===== config.mk =====
export PLATFORM = sky130hd
export DESIGN_NAME = radio_ctrl_core
export DESIGN_NICKNAME = d
export VERILOG_FILES = /design/src/core_pkg.sv /design/src/settings_bus_port.sv /design/src/setting_reg.sv /design/src/readback_mux.sv /design/src/radio_ctrl_core.sv
export VERILOG_INCLUDE_DIRS = /design/src
export SDC_FILE = /design/constraint.sdc
export NUM_CORES = 1
export LEC_CHECK = 0
export BUFFER_PORTS_ARGS = -buffer_cell sky130_fd_sc_hd__buf_4
export CAP_MARGIN = 5
export CORE_AREA = 2 2 119 121
export CTS_CLUSTER_SIZE = 28
export DETAILED_ROUTE_END_ITERATION = 10
export DIE_AREA = 0 0 121 123
export MAX_ROUTING_LAYER = met4
export SLEW_MARGIN = 20
export SYNTH_ARGS = -nofsm -noshare
export SYNTH_HDL_FRONTEND = slang
export SYNTH_SLANG_ARGS = --single-unit

===== constraint.sdc =====
create_clock -name i_bus_clk -period 4.2 [get_ports i_bus_clk]
set_input_delay 0.42 -clock i_bus_clk [delete_from_list [all_inputs] [get_ports i_bus_clk]]
set_output_delay 0.42 -clock i_bus_clk [all_outputs]
set_load 0.1 [all_outputs]

===== src/core_settings.svh =====
/*
  Register map and build constants for the control core.
  Addresses are word addresses; only the low CORE_SR_AWIDTH bits are decoded.
*/
`ifndef CORE_SETTINGS_SVH
`define CORE_SETTINGS_SVH

// number of setting registers behind the host port
`define CORE_NUM_SREGS   4

// significant address bits per register compare
`define CORE_SR_AWIDTH   11

// setting register word addresses
`define CORE_SR_READBACK 11'd0
`define CORE_SR_MISC     11'd4
`define CORE_SR_TEST     11'd28
`define CORE_SR_XB_LOCAL 11'd32

// readback constants
`define CORE_COMPAT_WORD {8'hAC, 8'h00, 8'h0B, 8'h00}
`define CORE_GIT_HASH    32'h5f3a91c7

`endif


===== src/core_pkg.sv =====
/*
  Shared types and register tables for the control core.
  Table order fixes the register index used by the readback mux and the top level.
*/
`default_nettype none
`include "core_settings.svh"

package core_pkg;

  typedef logic [31:0] sreg_word_t;
  typedef logic [`CORE_SR_AWIDTH-1:0] sreg_addr_t;

  // host request, held stable for the whole handshake
  typedef struct packed {
    logic        wr;
    logic [31:0] addr;
    logic [31:0] data;
  } set_req_t;

  // internal write broadcast to every setting register
  typedef struct packed {
    logic        stb;
    logic [31:0] addr;
    logic [31:0] data;
  } set_wr_t;

  // misc register layout, msb first
  typedef struct packed {
    logic [9:0] reserved;
    logic       time_sync;
    logic [3:0] rx_bandsel_c;
    logic [3:0] rx_bandsel_b;
    logic [5:0] rx_bandsel_a;
    logic [2:0] tx_bandsel;
    logic       codec_arst;
    logic       mimo;
    logic [1:0] pps_select;
  } misc_ctrl_t;

  typedef enum logic [4:0] {
    RB_MISC    = 5'd1,
    RB_COMPAT  = 5'd2,
    RB_GITHASH = 5'd3,
    RB_PLL     = 5'd4,
    RB_DEBUG   = 5'd5,
    RB_TEST    = 5'd24
  } rb_sel_e;

  // register index in the tables below
  localparam int IDX_READBACK = 0;
  localparam int IDX_MISC     = 1;
  localparam int IDX_TEST     = 2;
  localparam int IDX_XB_LOCAL = 3;

  localparam sreg_addr_t SREG_ADDR [`CORE_NUM_SREGS] = '{
    `CORE_SR_READBACK, `CORE_SR_MISC, `CORE_SR_TEST, `CORE_SR_XB_LOCAL
  };

  // misc resets to pps select 2'b10, the internal pps
  localparam sreg_word_t SREG_RESET [`CORE_NUM_SREGS] = '{
    32'h0, 32'h2, 32'h0, 32'd40
  };

endpackage

`default_nettype wire


===== src/settings_bus_port.sv =====
/*
  Four-phase req/ack slave; the host keeps i_req_bus stable while i_req or o_ack is high.
  One write strobe per transaction, ack two cycles after req, no back-pressure.
*/
`timescale 1ns/100ps
`default_nettype none

module settings_bus_port (
  input  wire logic                 i_bus_clk,
  input  wire logic                 i_bus_rst,
  input  wire logic                 i_req,
  input  wire core_pkg::set_req_t   i_req_bus,
  output logic                      o_ack,
  output core_pkg::sreg_word_t      o_rb_data,
  output core_pkg::set_wr_t         o_wr,
  input  wire core_pkg::sreg_word_t i_rb_word
);

  import core_pkg::*;

  typedef enum logic [1:0] {
    ST_IDLE,
    ST_EXEC,
    ST_ACK,
    ST_RELEASE
  } port_state_e;

  port_state_e state;
  logic        wr_stb;
  sreg_word_t  wr_addr;
  sreg_word_t  wr_data;

  //////////////////////////////////////////////////////////////////////
  // handshake FSM
  //////////////////////////////////////////////////////////////////////
  always_ff @(posedge i_bus_clk) begin
    if (i_bus_rst) begin
      state  <= ST_IDLE;
      wr_stb <= 1'b0;
    end else begin
      wr_stb <= 1'b0;
      case (state)
        ST_IDLE: begin
          if (i_req) begin
            state  <= ST_EXEC;
            wr_stb <= i_req_bus.wr;
          end
        end
        // strobe is high here; registers load at the end of this cycle
        ST_EXEC:    state <= ST_ACK;
        ST_ACK:     state <= ST_RELEASE;
        // wait for the host to drop req, a held req never writes twice
        ST_RELEASE: begin
          if (!i_req) begin
            state <= ST_IDLE;
          end
        end
        default:    state <= ST_IDLE;
      endcase
    end
  end

  // payload capture
  always_ff @(posedge i_bus_clk) begin
    if (state == ST_IDLE && i_req) begin
      wr_addr <= i_req_bus.addr;
      wr_data <= i_req_bus.data;
    end
    if (state == ST_ACK) begin
      o_rb_data <= i_rb_word;
    end
  end

  assign o_ack = (state == ST_RELEASE);

  assign o_wr.stb  = wr_stb;
  assign o_wr.addr = wr_addr;
  assign o_wr.data = wr_data;

endmodule

`default_nettype wire


===== src/setting_reg.sv =====
/*
  Address-matched 32-bit setting register; compares the low address bits only.
*/
`timescale 1ns/100ps
`default_nettype none

module setting_reg #(
  parameter core_pkg::sreg_addr_t MY_ADDR  = '0,
  parameter core_pkg::sreg_word_t AT_RESET = '0
) (
  input  wire logic              i_bus_clk,
  input  wire logic              i_bus_rst,
  input  wire core_pkg::set_wr_t i_wr,
  output core_pkg::sreg_word_t   o_value
);

  logic hit;

  // upper address bits are ignored
  assign hit = i_wr.stb && (i_wr.addr[$bits(MY_ADDR)-1:0] == MY_ADDR);

  always_ff @(posedge i_bus_clk) begin
    if (i_bus_rst) begin
      o_value <= AT_RESET;
    end else if (hit) begin
      o_value <= i_wr.data;
    end
  end

endmodule

`default_nettype wire


===== src/readback_mux.sv =====
/*
  Readback word select, combinational from the registers.
  Lock bits are double-flopped into bus_clk and show up two cycles late.
*/
`timescale 1ns/100ps
`default_nettype none
`include "core_settings.svh"

module readback_mux (
  input  wire logic                 i_bus_clk,
  input  wire logic                 i_bus_rst,
  input  wire core_pkg::sreg_word_t i_sregs [`CORE_NUM_SREGS],
  input  wire logic [3:0]           i_tcxo_status,
  input  wire logic [1:0]           i_lock_signals,
  output core_pkg::sreg_word_t      o_rb_word
);

  import core_pkg::*;

  logic [1:0] lock_meta;
  logic [1:0] lock_sync;
  rb_sel_e    rb_sel;
  misc_ctrl_t misc;

  //////////////////////////////////////////////////////////////////////
  // pll lock synchronizer
  //////////////////////////////////////////////////////////////////////
  always_ff @(posedge i_bus_clk) begin
    if (i_bus_rst) begin
      lock_meta <= 2'b00;
      lock_sync <= 2'b00;
    end else begin
      lock_meta <= i_lock_signals;
      lock_sync <= lock_meta;
    end
  end

  //////////////////////////////////////////////////////////////////////
  // select decode
  //////////////////////////////////////////////////////////////////////
  // only the low 5 bits of the select register matter
  assign rb_sel = rb_sel_e'(i_sregs[IDX_READBACK][4:0]);
  assign misc   = misc_ctrl_t'(i_sregs[IDX_MISC]);

  always_comb begin
    case (rb_sel)
      RB_TEST:    o_rb_word = i_sregs[IDX_TEST];
      RB_MISC:    o_rb_word = {26'd0, i_tcxo_status, misc.pps_select};
      RB_COMPAT:  o_rb_word = `CORE_COMPAT_WORD;
      RB_GITHASH: o_rb_word = `CORE_GIT_HASH;
      RB_PLL:     o_rb_word = {30'd0, lock_sync};
      // debug has no source in this core and reads like any unmapped code
      default:    o_rb_word = 32'hdeadbeef;
    endcase
  end

endmodule

`default_nettype wire


===== src/radio_ctrl_core.sv =====
/*
  Control plane top: host req/ack port, setting registers and readback mux.
  Crossbar, radios and time-sync synchronizer live outside; time_sync is bus_clk.
*/
`timescale 1ns/100ps
`default_nettype none
`include "core_settings.svh"

module radio_ctrl_core (
  input  wire logic               i_bus_clk,
  input  wire logic               i_bus_rst,

  // host port
  input  wire logic               i_req,
  input  wire core_pkg::set_req_t i_req_bus,
  output logic                    o_ack,
  output core_pkg::sreg_word_t    o_rb_data,

  // status
  input  wire logic [3:0]         i_tcxo_status,
  input  wire logic [1:0]         i_lock_signals,

  // controls
  output logic [1:0]              o_pps_select,
  output logic                    o_mimo,
  output logic                    o_codec_arst,
  output logic [2:0]              o_tx_bandsel,
  output logic [5:0]              o_rx_bandsel_a,
  output logic [3:0]              o_rx_bandsel_b,
  output logic [3:0]              o_rx_bandsel_c,
  output logic                    o_time_sync,
  output logic [7:0]              o_xb_local_addr
);

  import core_pkg::*;

  set_wr_t    wr;
  sreg_word_t sregs [`CORE_NUM_SREGS];
  sreg_word_t rb_word;
  misc_ctrl_t misc;

  settings_bus_port u_port (
    .i_bus_clk (i_bus_clk),
    .i_bus_rst (i_bus_rst),
    .i_req     (i_req),
    .i_req_bus (i_req_bus),
    .o_ack     (o_ack),
    .o_rb_data (o_rb_data),
    .o_wr      (wr),
    .i_rb_word (rb_word)
  );

  //////////////////////////////////////////////////////////////////////
  // setting registers
  //////////////////////////////////////////////////////////////////////
  for (genvar gi = 0; gi < `CORE_NUM_SREGS; gi++) begin : g_sreg
    setting_reg #(
      .MY_ADDR  (SREG_ADDR[gi]),
      .AT_RESET (SREG_RESET[gi])
    ) u_sreg (
      .i_bus_clk (i_bus_clk),
      .i_bus_rst (i_bus_rst),
      .i_wr      (wr),
      .o_value   (sregs[gi])
    );
  end

  readback_mux u_rb_mux (
    .i_bus_clk      (i_bus_clk),
    .i_bus_rst      (i_bus_rst),
    .i_sregs        (sregs),
    .i_tcxo_status  (i_tcxo_status),
    .i_lock_signals (i_lock_signals),
    .o_rb_word      (rb_word)
  );

  // misc word fans out to the control pins
  assign misc            = misc_ctrl_t'(sregs[IDX_MISC]);
  assign o_pps_select    = misc.pps_select;
  assign o_mimo          = misc.mimo;
  assign o_codec_arst    = misc.codec_arst;
  assign o_tx_bandsel    = misc.tx_bandsel;
  assign o_rx_bandsel_a  = misc.rx_bandsel_a;
  assign o_rx_bandsel_b  = misc.rx_bandsel_b;
  assign o_rx_bandsel_c  = misc.rx_bandsel_c;
  assign o_time_sync     = misc.time_sync;

  // crossbar local address, low byte only
  assign o_xb_local_addr = sregs[IDX_XB_LOCAL][7:0];

endmodule

`default_nettype wire


==> results of run 1 <==
## routing by layer
metal / global-route usage / vias up / routed length (um)
li1: - / 1832 / -
met1: 0.216 / 1775 / 5220
met2: 0.263 / 117 / 5680
met3: 0.0563 / 14 / 873
met4: 0.0698 / 0 / 170
met5: - / - / 0
## logic make-up (layout without fill, tap and decap cells)
kind of cell	count (synthesis)	after routing	share of synthesized area
xor gates and xnor gates	2	2	0.00311
and+or+nand+nor	168	168	0.150
adders and majority gates	4	4	0.00888
muxes	12	12	0.0213
buffers and inverters	34	153	0.0331
DFF	149	149	0.662
AOI/OAI and AO/OA	95	95	0.121
## report_power, final
part	internal (mW)	total, mW	switching [mW]
combinational	0.0973	0.427	0.329
sequential	1.73	1.80	0.0709
clock	0.870	1.42	0.552
## layout make-up
class / instances / area [sq um]
Fill cell: 1189 / 6450
Tap cell: 180 / 225
Clock buffer: 25 / 528
Multi-Input combinational cell: 281 / 1740
Clock inverter: 7 / 38.8
Inverter: 3 / 11.3
Sequential cell: 149 / 3730
Timing Repair Buffer: 118 / 886
## Yosys cell counts, types with 4 or more instances
master | instances | area [sq um]
a21o_1 | 17 | 128
a21oi_1 | 32 | 160
a21oi_2 | 30 | 263
a221o_1 | 5 | 50.1
and2_1 | 4 | 25.0
buf_2 | 8 | 40.0
clkbuf_1 | 15 | 56.3
dfxtp_1 | 74 | 1480
edfxtp_1 | 75 | 2250
ha_1 | 4 | 50.1
mux2i_1 | 12 | 120
nand2_1 | 79 | 297
nand2_2 | 30 | 188
nor2_1 | 24 | 90.1
nor2b_1 | 7 | 43.8
nor3_1 | 5 | 25.0
o21a_1 | 4 | 30.0
## worst max-delay path, cell delays in order, from the launching register on
cell,delay (ns)
dfxtp_1,0.46
nor2b_1,0.28
and3_1,0.85
a21oi_1,0.37
buf_4,0.29
a221o_1,0.29
## flip-flops by register name, indices dropped and copies added, names as in the netlist
signal / flops
u_port.wr_stb: 1
u_port.o_rb_data: 32
u_port.wr_data: 32
u_port.state: 2
u_rb_mux.lock_meta: 2
u_port.wr_addr: 11
g_sreg.u_sreg.o_value: 67
u_rb_mux.lock_sync: 2
## worst max-delay path by stage
stage / from / endpoint / slack [ns] / cells after the start
finish: g_sreg[0].u_sreg.o_value[2]$_SDFFE_PP0P_ / u_port.o_rb_data[1]$_DFFE_PP_ / 1.39 / 5
global route: g_sreg[0].u_sreg.o_value[2]$_SDFFE_PP0P_ / u_port.o_rb_data[1]$_DFFE_PP_ / 1.22 / 5
CTS: g_sreg[0].u_sreg.o_value[2]$_SDFFE_PP0P_ / u_port.o_rb_data[1]$_DFFE_PP_ / 1.41 / 5
detailed placement: g_sreg[0].u_sreg.o_value[2]$_SDFFE_PP0P_ / u_port.o_rb_data[1]$_DFFE_PP_ / 1.45 / 5
global placement: g_sreg[0].u_sreg.o_value[2]$_SDFFE_PP0P_ / u_port.o_rb_data[1]$_DFFE_PP_ / 1.45 / 5
floorplan: u_port.wr_addr[9]$_DFFE_PP_ / g_sreg[2].u_sreg.o_value[10]$_SDFFE_PP0P_ / 2.15 / 7
==> impl_summary.log, run 1 <==
[metrics] Clock Sinks: 149
[metrics] hold wc startpoint: i_req_bus[9]
[metrics] final max-slew violation count: 0
[metrics] number of placed cells counting well taps: 731
[metrics] number of buffer cells added on primary ports: 115
[metrics] # hold bufs at CTS: 0
[metrics] count of distinct cell types in the synthesized netlist: 40
[metrics] Worst R2R Start: g_sreg[0].u_sreg.o_value[2]$_SDFFE_PP0P_
[metrics] RSZ-0062 raised after global routing: false
[metrics] power density over cell area: 509 nW/um^2
[metrics] net count of the finished layout: 648
[metrics] largest net degree at the start of global routing: 78
[metrics] Max-Cap Viols: 0
[metrics] number of enable-type register cells in the synthesized netlist: 75
[metrics] Final Wtd Congestion: 0.776
[metrics] effective utilization at floorplan: 0.414
[metrics] Hold WC Path Type: primary input to flip-flop
[metrics] # Post-CTS Setup Buffers: 0
[metrics] post-detailed-placement half-perimeter wirelength: 7670 um
[metrics] proportion of synthesized flip-flops having asynchronous set or reset: 0
[metrics] crit path setup slack, layout: 1.39 ns
[metrics] Gates resized, CTS repair: 0
[metrics] number of top-level pins: 137
[metrics] Slew headroom: 0.338
[metrics] area growth from synthesis to layout: 27.1%
[metrics] Cell Area, Synth: 5640 sq um
[metrics] maximum fanout along the worst path: 24
[metrics] Syn Inst Count: 464
[metrics] standby leakage power: between 2 and 3 nW
[metrics] clock tree from TritonCTS: built
[metrics] via density per instance: between 4 and 5
[metrics] Final Util: 0.526
[metrics] capturing element type of the critical path: flip-flop
[metrics] Main synth FF type: edfxtp_1
[metrics] deepest clock path buffer count: 2
[metrics] post-route ant nets: 0
[metrics] via count of the first global-routing pass: ~3700
[metrics] number of design rule violations left after detail routing: 0
[metrics] fraction of layout cells with a size suffix above 1: 0.372
[metrics] register-to-register setup slack: roughly 1.4 ns
[metrics] final hold slack: 0.175 ns
[metrics] total detailed-routing wirelength: 11900 um
[metrics] Final setup viols: 0
[metrics] share of synthesized area occupied by flip-flops and latches: 0.662
[metrics] Non-Filler Instances: 763
[metrics] global-route wire length before repair: 18700 um
[metrics] placement-stage cell area: 6600 sq um
[metrics] Clock Latency Late Sink: around 0.42 ns
[metrics] post-route cell area: 7160 sq um
[metrics] R2R Path End: u_port.o_rb_data[1]$_DFFE_PP_
[metrics] flops & latches, synth: between 100 and 150
[metrics] Wirelength per Cell: approximately 16 um
[metrics] core area: 13600 sq um
[metrics] actual transition at the worst max-transition pin: approximately 1 ns
[metrics] maximum vdd ir drop: around 280 uV
[metrics] GR Util All Layers: 0.173
[metrics] number of hold violations in the final report: 0
[metrics] CP startpoint kind: flip-flop
[metrics] pre-CTS setup slack: 1.45 ns
[metrics] die outline height: 123 um
[metrics] floorplan die width: 121 um
[metrics] leftover overflow at the end of global routing: 0
[metrics] antenna diode instance count: 0
[metrics] final critical-path share of the clock period: 0.669
[metrics] sink of the worst hold path: u_port.wr_data[9]$_DFFE_PP_
[metrics] count of vias placed by the detailed router: 3738
[metrics] clock edge transition at the registers on the reported setup and hold paths: 0.06 ns
[metrics] Setup Skew: 0.0135 ns
[metrics] root buffer cell: clkbuf_16
[metrics] run status: finished, final reports clean
[metrics] standard-cell rows: 43
[metrics] synthesized area per cell: 12.2 sq um
[metrics] maximum frequency from static timing analysis: 356 MHz
[metrics] total power: 3.65 mW
[metrics] synthesis warning total: 0
[metrics] H-Tree Depth: 4
[metrics] TritonCTS Buffers: 17
[metrics] number of cell instances on the worst register-to-register path: 5
[metrics] most common cell after layout, fill and taps aside: buf_4
[metrics] sum of negative setup slack: 0 ns
[metrics] Critical Path RT: 4.35 ns
[metrics] Crit Path Class: flip-flop to flip-flop
[metrics] hold path depth: 1
[metrics] worst path arrival time: 2.96 ns
[metrics] nets in the synthesized netlist: around 540
[metrics] number of antenna violations at the first check in global routing: 0
[metrics] minimum period implied by the final worst setup slack: 2.81 ns
[metrics] Die ar.: between 10000 and 15000 sq um
[metrics] router iterations before antenna repair: 4
[metrics] most frequent cells in the layout: buf_4, nand2_1, edfxtp_1
[metrics] First DRT Iteration DRCs: between 150 and 200
No activity file was read; power rests on OpenSTA's default activity.
==> run 2: changes to the inputs <==
Settings changed: ABC_AREA set to 1, CORE_AREA 2 2 119 121 to 2 2 124 126, DIE_AREA 0 0 121 123 to 0 0 126 128, PLACE_DENSITY set to 0.66.
Clock period 4.2 ns to 2.27 ns, I/O delays scaled along.
==> impl_summary.log, run 2 <==
[metrics] most common cell after layout, fill and taps aside: nand2_1
[metrics] core area: 14900 sq um
[metrics] maximum frequency from static timing analysis: 602 MHz
[metrics] sum of negative setup slack: 0 ns
[metrics] cell-by-cell trace of the critical path: inv_2 -> nor2_4 -> nand3_2 -> nand2_2 -> nor2_4 -> nor2_4 -> nand2_1
[metrics] Worst R2R Start: g_sreg[0].u_sreg.o_value[0]$_SDFFE_PP0P_
[metrics] Non-Filler Instances: 1013
[metrics] leftover overflow at the end of global routing: 0
[metrics] Clock Latency Late Sink: approximately 0.42 ns
[metrics] number of cell instances on the worst register-to-register path: 7
[metrics] largest registers: g_sreg.u_sreg.o_value: 67 flops, u_port.o_rb_data: 32 flops, u_port.wr_data: 32 flops
[metrics] total detailed-routing wirelength: approximately 14000 um
[metrics] Max-Cap Viols: 0
[metrics] flops & latches, synth: 149
[metrics] Wirelength per Cell: 13.6 um
[metrics] Crit Path Class: flip-flop to flip-flop
[metrics] minimum period implied by the final worst setup slack: 1.66 ns
[metrics] actual transition at the worst max-transition pin: ~0.71 ns
[metrics] # Post-CTS Setup Buffers: 0
[metrics] most used standard cells in the synthesized netlist: nand2_1, nor2_1, edfxtp_1, dfxtp_1, nand3_1
[metrics] proportion of synthesized flip-flops having asynchronous set or reset: 0
[metrics] Critical Path RT: roughly 2.4 ns
[metrics] worst path arrival time: roughly 1.8 ns
[metrics] standard-cell rows: 45
[metrics] global-route wire length before repair: around 22000 um
[metrics] synthesized area per cell: 9.29 sq um
[metrics] number of enable-type register cells in the synthesized netlist: 75
[metrics] GR Util All Layers: 0.181
[metrics] RSZ-0062 raised after global routing: false
[metrics] router iterations before antenna repair: 5
[metrics] Syn Inst Count: 655
[metrics] die outline height: 128 um
[metrics] number of placed cells counting well taps: 937
[metrics] via density per instance: roughly 4.7
[metrics] pre-CTS setup slack: 0.614 ns
[metrics] final max-slew violation count: 0
[metrics] Largest delay share family, worst path: simple AND/OR/NAND/NOR gates
[metrics] Final setup viols: 0
[metrics] share of Yosys cell area claimed by the top area cell type: 0.370
[metrics] Hold WC Path Type: primary input to flip-flop
[metrics] most frequent cells in the layout: nand2_1, buf_4, nor2_1
[metrics] count of distinct cell types in the synthesized netlist: 24
[metrics] power density over cell area: 861 nW/um^2
[metrics] worst setup path start: g_sreg[0].u_sreg.o_value[0]$_SDFFE_PP0P_
[metrics] Setup Skew: 0.00505 ns
[metrics] antenna diode instance count: 0
[metrics] via count of the first global-routing pass: ~4600
[metrics] Cell Area, Synth: 6090 sq um
[metrics] max FFs per register: 67
[metrics] post-route cell area: ~8100 sq um
[metrics] largest register by flop count: g_sreg.u_sreg.o_value
[metrics] R2R Path End: u_port.o_rb_data[12]$_DFFE_PP_
[metrics] biggest cell delay along the critical path: 0.43 ns
[metrics] post-route ant nets: 0
[metrics] standby leakage power: around 3.3 nW
[metrics] number of design rule violations left after detail routing: 0
[metrics] final critical-path share of the clock period: 0.731
[metrics] crit path setup slack, layout: 0.610 ns
[metrics] largest area contributor in the synthesized netlist: edfxtp_1
[metrics] net count of the finished layout: 890
[metrics] number of hold violations in the final report: 0
[metrics] post-detailed-placement half-perimeter wirelength: ~9100 um
[metrics] maximum fanout along the worst path: 12
[metrics] top area cells in the synthesized netlist: edfxtp_1, dfxtp_1, nand2_1
[metrics] H-Tree Depth: 4
[metrics] Final Util: 0.543
[metrics] number of antenna violations at the first check in global routing: 0
[metrics] root buffer cell: clkbuf_16
[metrics] number of buffer cells added on primary ports: roughly 120
[metrics] most prevalent standard cell on the critical path: nor2_4
[metrics] count of vias placed by the detailed router: 4742
[metrics] nets in the synthesized netlist: 733
[metrics] TritonCTS Buffers: 17
[metrics] fraction of layout cells with a size suffix above 1: 0.229
[metrics] Clock Sinks: approximately 150
[metrics] clock tree from TritonCTS: built
[metrics] worst setup path endpoint: u_port.o_rb_data[12]$_DFFE_PP_
[metrics] register-to-register setup slack: 0.61 ns
[metrics] Slew headroom: 0.524
[metrics] share of synthesized area occupied by flip-flops and latches: 0.613
[metrics] Main synth FF type: edfxtp_1
[metrics] floorplan die width: 126 um
[metrics] WP buf/inv: 1
[metrics] total power: between 6 and 7 mW
[metrics] final hold slack: about 0.015 ns
[metrics] area growth from synthesis to layout: 32.7%
[metrics] effective utilization at floorplan: 0.410
[metrics] number of top-level pins: 137
[metrics] First DRT Iteration DRCs: about 220
[metrics] Final Wtd Congestion: 0.810
[metrics] largest net degree at the start of global routing: 71
[metrics] run status: finished, final reports clean
[metrics] most frequently used cell type in the post-synthesis netlist: nand2_1
[metrics] Die ar.: approximately 16000 sq um
[metrics] synthesis warning total: 0
[metrics] deepest clock path buffer count: 2
[metrics] total stage count of the critical path: 7
[metrics] CP startpoint kind: flip-flop
[metrics] Slowest cell on crit path: dfxtp_1
[metrics] clock edge transition at the registers on the reported setup and hold paths: ~0.06 ns
[metrics] capturing element type of the critical path: flip-flop
[metrics] maximum vdd ir drop: ~560 uV
[metrics] placement-stage cell area: 7080 sq um
run 2: final cells by class:
class,count,area [sq um]
clock buffers,21,440
clock inverters,11,111
fillers,1325,6790
inverters,64,240
multi-input cells,410,1900
flip-flops and latches,149,3730
well taps,188,235
repair buffers,170,1410
run 2: cell families after synthesis:
group,synth area share
DFF,0.613
AOI/OAI and AO/OA,0.0576
and+or+nand+nor,0.246
adders and majority gates,0.00822
buffers and inverters,0.0750
run 2: timing repair:
item,CTS,global route
resized for setup,0,0
hold buffers,44,0
endpoints found under the hold margin,47,0
run 2: layer usage:
metal / vias to the layer above / global-route usage / part of all wire
met1: 2117 / 0.226 / 0.46
met5: - / - / 0
met2: 149 / 0.281 / 0.46
met3: 37 / 0.0430 / 0.051
met4: 0 / 0.0853 / 0.028
li1: 2439 / - / -
run 2: power breakdown:
group	internal (mW)	switching, mW	total [mW]	leakage [nW]
sequential	3.16	0.0930	3.26	1.22
combinational	0.276	0.794	1.07	1.78
clock	1.60	1.03	2.63	0.266
total	5.04	1.92	6.96	3.26
run 2: worst min-delay path by stage:
stage | from | endpoint | slack [ns] | cells after the start
3_3_place_gp | i_req_bus[39] | u_port.wr_addr[7]$_DFFE_PP_ | 0.41 | 1
4_1_cts | i_lock_signals[1] | u_rb_mux.lock_meta[1]$_SDFF_PP0_ | 0.008 | 3
5_1_grt | i_lock_signals[0] | u_rb_mux.lock_meta[0]$_SDFF_PP0_ | 0.03 | 3
6_report | i_lock_signals[0] | u_rb_mux.lock_meta[0]$_SDFF_PP0_ | 0.02 | 3
2_1_floorplan | i_bus_rst | u_rb_mux.lock_meta[0]$_SDFF_PP0_ | 0.30 | 1
3_5_place_dp | i_req_bus[3] | u_port.wr_data[3]$_DFFE_PP_ | 0.41 | 1
run 2: worst register-to-register path: stages (launching register included):
cell and delay [ns]:
dfxtp_1 0.43, inv_2 0.10, nor2_4 0.10, nand3_2 0.15, nand2_2 0.12, nor2_4 0.06, nor2_4 0.35, nand2_1 0.09
